### config.mk
export PLATFORM = sky130hd
export DESIGN_NAME = hazardCtrl
export DESIGN_NICKNAME = d
export VERILOG_FILES = /design/src/rtl/hazardPkg.sv /design/src/rtl/pipeTracker.sv /design/src/rtl/forwardSelect.sv /design/src/rtl/stallDetect.sv /design/src/rtl/bypassMux.sv /design/src/rtl/hazardCtrl.sv
export SDC_FILE = /design/constraint.sdc
export NUM_CORES = 1
export LEC_CHECK = 0
export ABC_AREA = 0
export BUFFER_PORTS_ARGS = -buffer_cell sky130_fd_sc_hd__buf_2
export CAP_MARGIN = 25
export CORE_AREA = 2 2 152 154
export CTS_CLUSTER_SIZE = 8
export DETAILED_ROUTE_END_ITERATION = 7
export DIE_AREA = 0 0 154 156
export HOLD_SLACK_MARGIN = 0.08
export PLACE_DENSITY = 0.65
export SKIP_CTS_REPAIR_TIMING = 1
export SYNTH_ARGS = -nofsm -noshare
export SYNTH_HDL_FRONTEND = slang
export SYNTH_HIERARCHICAL = 1
export SYNTH_SLANG_ARGS = --single-unit
### constraint.sdc
create_clock -name clk -period 3.2 [get_ports clk]
set_input_delay 0.64 -clock clk [delete_from_list [all_inputs] [get_ports clk]]
set_output_delay 0.64 -clock clk [all_outputs]
set_load 0.02 [all_outputs]
### src/rtl/hazardPkg.sv
package hazardPkg;

	// register number, x0 reads as zero
	typedef logic [4:0] regAddrT;

	// bypass source for one operand
	typedef logic [1:0] fwdSelT;

	// where an instruction's result comes from in writeback
	typedef logic [1:0] wbSelT;

	localparam regAddrT RegZero = 5'd0;

	// bypass source codes
	localparam fwdSelT FwdNone    = 2'b00;
	localparam fwdSelT FwdResultW = 2'b01;
	localparam fwdSelT FwdAluM    = 2'b10;

	// writeback source codes
	localparam wbSelT WbAlu = 2'b00;
	localparam wbSelT WbMem = 2'b01;

	// instruction sitting in decode
	typedef struct packed {
		regAddrT adr1;
		regAddrT adr2;
		regAddrT rd;
		logic    regWrite;
		wbSelT   wbSel;
		logic    branch;
		logic    jump;
	} decodeInfoT;

	// record carried through E, M and W
	typedef struct packed {
		regAddrT adr1;
		regAddrT adr2;
		regAddrT rd;
		logic    regWrite;
		wbSelT   wbSel;
	} stageInfoT;

	// all four operand selects
	typedef struct packed {
		fwdSelT fwd1D;
		fwdSelT fwd2D;
		fwdSelT fwd1E;
		fwdSelT fwd2E;
	} fwdSelsT;

	// empty slot, writes nothing
	localparam stageInfoT StageBubble = '{
		adr1:     RegZero,
		adr2:     RegZero,
		rd:       RegZero,
		regWrite: 1'b0,
		wbSel:    WbAlu
	};

endpackage

### src/rtl/pipeTracker.sv
`timescale 1ns/100ps

module pipeTracker
	import hazardPkg::*;
#(
	parameter int DataWidth = 32
) (
	input  logic                 clk,
	input  logic                 rst,
	input  decodeInfoT           decodeIn,
	input  logic                 flushE,
	input  logic [DataWidth-1:0] aluResultE,
	input  logic [DataWidth-1:0] memDataW,
	output stageInfoT            infoE,
	output stageInfoT            infoM,
	output stageInfoT            infoW,
	output logic [DataWidth-1:0] aluM,
	output logic [DataWidth-1:0] resultW
);

	typedef logic [DataWidth-1:0] dataT;

	// ALU value one stage behind aluM
	dataT aluW;

	// next execute record
	stageInfoT nextE;

	// strip the decode-only control bits
	function automatic stageInfoT toStage(input decodeInfoT d);
		stageInfoT s;
		s.adr1     = d.adr1;
		s.adr2     = d.adr2;
		s.rd       = d.rd;
		s.regWrite = d.regWrite;
		s.wbSel    = d.wbSel;
		return s;
	endfunction

	// a flush turns the slot entering execute into a bubble
	always_comb begin
		if (flushE) begin
			nextE = StageBubble;
		end else begin
			nextE = toStage(decodeIn);
		end
	end

	// stage records, all bubbles out of reset
	always_ff @(posedge clk) begin
		if (rst) begin
			infoE <= StageBubble;
			infoM <= StageBubble;
			infoW <= StageBubble;
		end else begin
			infoE <= nextE;
			infoM <= infoE;
			infoW <= infoM;
		end
	end

	// data follows the records, only valid where regWrite says so
	always_ff @(posedge clk) begin
		aluM <= aluResultE;
		aluW <= aluM;
	end

	// loads take the memory word, everything else the ALU value
	always_comb begin
		if (infoW.wbSel == WbMem) begin
			resultW = memDataW;
		end else begin
			resultW = aluW;
		end
	end

endmodule

### src/rtl/forwardSelect.sv
`timescale 1ns/100ps

module forwardSelect
	import hazardPkg::*;
(
	input  decodeInfoT decodeIn,
	input  stageInfoT  infoE,
	input  stageInfoT  infoM,
	input  stageInfoT  infoW,
	output fwdSelsT    fwdSels
);

	// true when the stage writes a live copy of adr
	function automatic logic hits(input regAddrT adr, input stageInfoT s);
		return (adr != RegZero) && (adr == s.rd) && s.regWrite;
	endfunction

	// memory stage is younger, so it wins over writeback
	function automatic fwdSelT pickSrc(
		input regAddrT   adr,
		input stageInfoT m,
		input stageInfoT w
	);
		fwdSelT sel;
		if (hits(adr, m)) begin
			sel = FwdAluM;
		end else if (hits(adr, w)) begin
			sel = FwdResultW;
		end else begin
			sel = FwdNone;
		end
		return sel;
	endfunction

	// decode operands feed the branch comparator
	always_comb begin
		fwdSels.fwd1D = pickSrc(decodeIn.adr1, infoM, infoW);
		fwdSels.fwd2D = pickSrc(decodeIn.adr2, infoM, infoW);
	end

	// execute operands feed the ALU
	always_comb begin
		fwdSels.fwd1E = pickSrc(infoE.adr1, infoM, infoW);
		fwdSels.fwd2E = pickSrc(infoE.adr2, infoM, infoW);
	end

endmodule

### src/rtl/stallDetect.sv
`timescale 1ns/100ps

module stallDetect
	import hazardPkg::*;
(
	input  logic       rst,
	input  decodeInfoT decodeIn,
	input  stageInfoT  infoE,
	output logic       stallF,
	output logic       stallD,
	output logic       flushE
);

	// decode reads the register execute is about to produce
	logic depE;
	// value not ready until after memory
	logic loadUse;
	// comparator in decode cannot wait for the ALU
	logic ctrlUse;
	logic hazard;

	assign depE = (infoE.rd != RegZero) &&
		((infoE.rd == decodeIn.adr1) || (infoE.rd == decodeIn.adr2));

	assign loadUse = (infoE.wbSel == WbMem);

	assign ctrlUse = (decodeIn.branch || decodeIn.jump) && infoE.regWrite;

	assign hazard = !rst && depE && (loadUse || ctrlUse);

	// hold fetch and decode, send a bubble into execute
	assign stallF = hazard;
	assign stallD = hazard;
	assign flushE = hazard;

endmodule

### src/rtl/bypassMux.sv
`timescale 1ns/100ps

module bypassMux
	import hazardPkg::*;
#(
	parameter int DataWidth = 32
) (
	input  fwdSelsT              fwdSels,
	input  logic                 stallD,
	input  logic [DataWidth-1:0] rf1D,
	input  logic [DataWidth-1:0] rf2D,
	input  logic [DataWidth-1:0] rf1E,
	input  logic [DataWidth-1:0] rf2E,
	input  logic [DataWidth-1:0] aluM,
	input  logic [DataWidth-1:0] resultW,
	output logic [DataWidth-1:0] op1D,
	output logic [DataWidth-1:0] op2D,
	output logic [DataWidth-1:0] op1E,
	output logic [DataWidth-1:0] op2E
);

	typedef logic [DataWidth-1:0] dataT;

	// unused code 11 falls back to the register file
	function automatic dataT pick(input fwdSelT sel, input dataT rf);
		dataT val;
		case (sel)
			FwdAluM:    val = aluM;
			FwdResultW: val = resultW;
			default:    val = rf;
		endcase
		return val;
	endfunction

	// zeroed while stalled so the comparator never sees a stale value
	always_comb begin
		if (stallD) begin
			op1D = '0;
			op2D = '0;
		end else begin
			op1D = pick(fwdSels.fwd1D, rf1D);
			op2D = pick(fwdSels.fwd2D, rf2D);
		end
	end

	always_comb begin
		op1E = pick(fwdSels.fwd1E, rf1E);
		op2E = pick(fwdSels.fwd2E, rf2E);
	end

endmodule

### src/rtl/hazardCtrl.sv
`timescale 1ns/100ps

module hazardCtrl
	import hazardPkg::*;
#(
	parameter int DataWidth = 32
) (
	input  logic                 clk,
	input  logic                 rst,
	input  decodeInfoT           decodeIn,
	input  logic [DataWidth-1:0] rf1D,
	input  logic [DataWidth-1:0] rf2D,
	input  logic [DataWidth-1:0] rf1E,
	input  logic [DataWidth-1:0] rf2E,
	input  logic [DataWidth-1:0] aluResultE,
	input  logic [DataWidth-1:0] memDataW,
	output logic                 stallF,
	output logic                 stallD,
	output logic                 flushE,
	output logic [DataWidth-1:0] op1D,
	output logic [DataWidth-1:0] op2D,
	output logic [DataWidth-1:0] op1E,
	output logic [DataWidth-1:0] op2E,
	output fwdSelsT              fwdSels,
	output logic [DataWidth-1:0] resultW,
	output regAddrT              rdW,
	output logic                 regWriteW
);

	// stage records shared by selector and detector
	stageInfoT infoE;
	stageInfoT infoM;
	stageInfoT infoW;

	logic [DataWidth-1:0] aluM;

	pipeTracker #(
		.DataWidth(DataWidth)
	) i_pipeTracker (
		.clk       (clk),
		.rst       (rst),
		.decodeIn  (decodeIn),
		.flushE    (flushE),
		.aluResultE(aluResultE),
		.memDataW  (memDataW),
		.infoE     (infoE),
		.infoM     (infoM),
		.infoW     (infoW),
		.aluM      (aluM),
		.resultW   (resultW)
	);

	forwardSelect i_forwardSelect (
		.decodeIn(decodeIn),
		.infoE   (infoE),
		.infoM   (infoM),
		.infoW   (infoW),
		.fwdSels (fwdSels)
	);

	stallDetect i_stallDetect (
		.rst     (rst),
		.decodeIn(decodeIn),
		.infoE   (infoE),
		.stallF  (stallF),
		.stallD  (stallD),
		.flushE  (flushE)
	);

	bypassMux #(
		.DataWidth(DataWidth)
	) i_bypassMux (
		.fwdSels(fwdSels),
		.stallD (stallD),
		.rf1D   (rf1D),
		.rf2D   (rf2D),
		.rf1E   (rf1E),
		.rf2E   (rf2E),
		.aluM   (aluM),
		.resultW(resultW),
		.op1D   (op1D),
		.op2D   (op2D),
		.op1E   (op1E),
		.op2E   (op2E)
	);

	// register file write port
	assign rdW       = infoW.rd;
	assign regWriteW = infoW.regWrite;

endmodule

==> summary.md <==
| Metric | Value |
|---|---|
| CTS Buf Count | 9 |
| Failing checks | setup timing |
| DP HPWL | roughly 22 mm |
| Slowest stage delay, CP | approximately 540 ps |
| Core Rows | 55 |
| Total grt overflow | 0 |
| Syn Nets | 954 |
| Slew @ Worst Pin | 425 ps |
| Largest net degree at the start of global routing | 42 |
| Gp weighted congestion | 0.911 |
| Worst vdd ir | 319 uV |
| Power Internal | 0.00241 W |
| Relative slew slack | 71.6% |
| Worst clock skew | 9.45 ps |
| Final hold violation count | 0 |
| Core region area | ~22,000 um2 |
| Vias in the first global route | 7,157 |
| Crit-path max FO | 7 |
| # diodes | 0 |
| Crit path DAT | 3040 ps |
| Min cycle time layout | 3680 ps |
| CTS Sinks | 98 |
| Total Wirelength | 36.5 mm |
| TNS Setup | -33,990 ps |
| HP Class | in -> reg |
| Gr usage total | between 20% and 30% |
| Drt initial violations | 536 |
| Max-Cap Viols | 0 |
| Pins Over Slew Limit | 0 |
| Die Y | between 150 and 200 um |
| ANT nets after route | 0 |
| Drt first pass iters | 5 |
| Post-Place Setup Slack | -441 ps |
| Crit path max-delay cell type | or4_4 |
| Logic pwr share | 32.3% |
| RSZ-0062 raised after global routing | yes |
| Crit path buf inv count | 5 |
| Netlist Area Pre-Place | 6460 um2 |
| Via density | 5.49 |
| Global-route wire length before repair | 42.2 mm |
| Starting density of the core | between 20% and 30% |
| Clock Latency Late Sink | 360 ps |
| Post-route design area | 13,200 um2 |
| Post-Syn Instances | between 700 and 800 |
| Cell breakdown of the critical path | buf_6 -> or4_4 -> nor2_4 -> nor4_4 -> nor4_4 -> inv_2 -> ha_4 -> buf_8 -> clkbuf_16 -> nor2b_4 -> nor3_2 -> buf_4 |
| Final period util | 115% |
| Commonest non-fill, non-tap cell in the layout | buf_2 |
| Syn_area_per_cell | between 8 and 9 um2 |
| CTS tree | yes |
| Layout cells sized above 1 | 75.6% |
| Antenna violations before repair | 3 |
| Vias | 8,033 |
| CP Launch Type | input port |
| Setup violators final | 128 |
| Crit. End Element | output port |
| Most used cell, CP | nor4_4 |
| Req. time, crit path | 2560 ps |
| Sw Share | 34.1% |
| Htree depth | 3 |
| Synth Warn # | 6 |
| CTS clk-pin slew, worst paths | 80 ps |
| Sequential Power Share | 37.4% |
| Nets | 1,395 |
| Clock Path Buffers | 2 |
| Fmax | 0.272 GHz |
| IO Port Bufs | 390 |
| Outcome | complete, but fails checks |
| Dpl cell area | 10,000 um2 |
| Synth-to-Final Area Change | 105% |
| Final setup margin | -482 ps |
| Ports | 391 |
| P_leak | 5.91 nW |
| Clock root buffer | clkbuf_16 |
| PwrDens | approximately 280 nW/um2 |
| Setup CP Type | in -> out |
| Placed insts | about 1,400 |
| Finished Layout Cells | 1,463 |
| Drt drc | 0 |
| Most frequent cells in the layout | 267 x buf_2, 95 x buf_4, 91 x dfxtp_1 |
| Delay-heaviest family, CP | simple AND/OR/NAND/NOR gates |
| Routed len/inst | 24.9 um |
| Clock share of power | 30.3% |
| Die ar. | 24,000 um2 |
| Chip width | 154 um |
| Psw | between 0.001 and 0.0015 W |
## power by group through the flow
stage / clock [W] / sequential (W) / combinational (W)
floorplan: 0 / 0.00136 / 0.000562
global placement: 0 / 0.00138 / 0.000911
detailed placement: 0 / 0.00138 / 0.000920
CTS: 0.00113 / 0.00135 / 0.000923
global route: 0.00117 / 0.00138 / 0.00124
finish: 0.00111 / 0.00137 / 0.00118
## worst reg2reg max path: stages (launching register included)
cell     delay, ps
dfxtp_1        360
or4_1          530
o21ai_1        220
a21oi_4         80
buf_12         210
nor2_4         340
and2_1         200
## final timing paths
check / startpoint / end / slack, ps / cells past startpoint
worst max-delay path: decodeIn[16] / op1D[19] / -480 / 12
worst min register to register: i_pipeTracker/infoE[1] / i_pipeTracker/infoM[1] / 450 / 1
worst min-delay path: aluResultE[27] / i_pipeTracker/aluM[27] / 370 / 1
worst max register to register: i_pipeTracker/infoE[3] / i_pipeTracker/infoE[11] / 1200 / 6
## stage by stage
step                      hold WS [ps]  power (W)  utilization [%]
after floorplan                    386    0.00192                -
after global placement             399    0.00229             44.7
after detailed placement           398    0.00230             44.7
after CTS                          364    0.00340             46.0
after global routing               360    0.00378             59.1
final                              374    0.00366             59.1
## state kept, by name (all words and copies together), names as in the netlist
register,count
i_pipeTracker/aluM,32
i_pipeTracker/aluW,32
i_pipeTracker/infoE,18
i_pipeTracker/infoM,8
i_pipeTracker/infoW,8
## per-layer routing
layer / routed length (um) / GRT usage, % / vias up
li1: - / - / 3583
met1: 13700 / 27.2 / 3904
met2: 18900 / 41.7 / 461
met3: 2940 / 5.53 / 81
met4: 908 / 6.01 / 4
met5: 26 / 0 / -
## area by class of cell
type,count,area [um2]
clock buffers,10,239
clock inverters,6,53.8
fillers,1800,9140
inverters,8,30.0
multi-input cells,549,6270
flip-flops and latches,98,1980
well taps,285,357
repair buffers,507,4290
No activity file was read; power rests on OpenSTA's default activity.
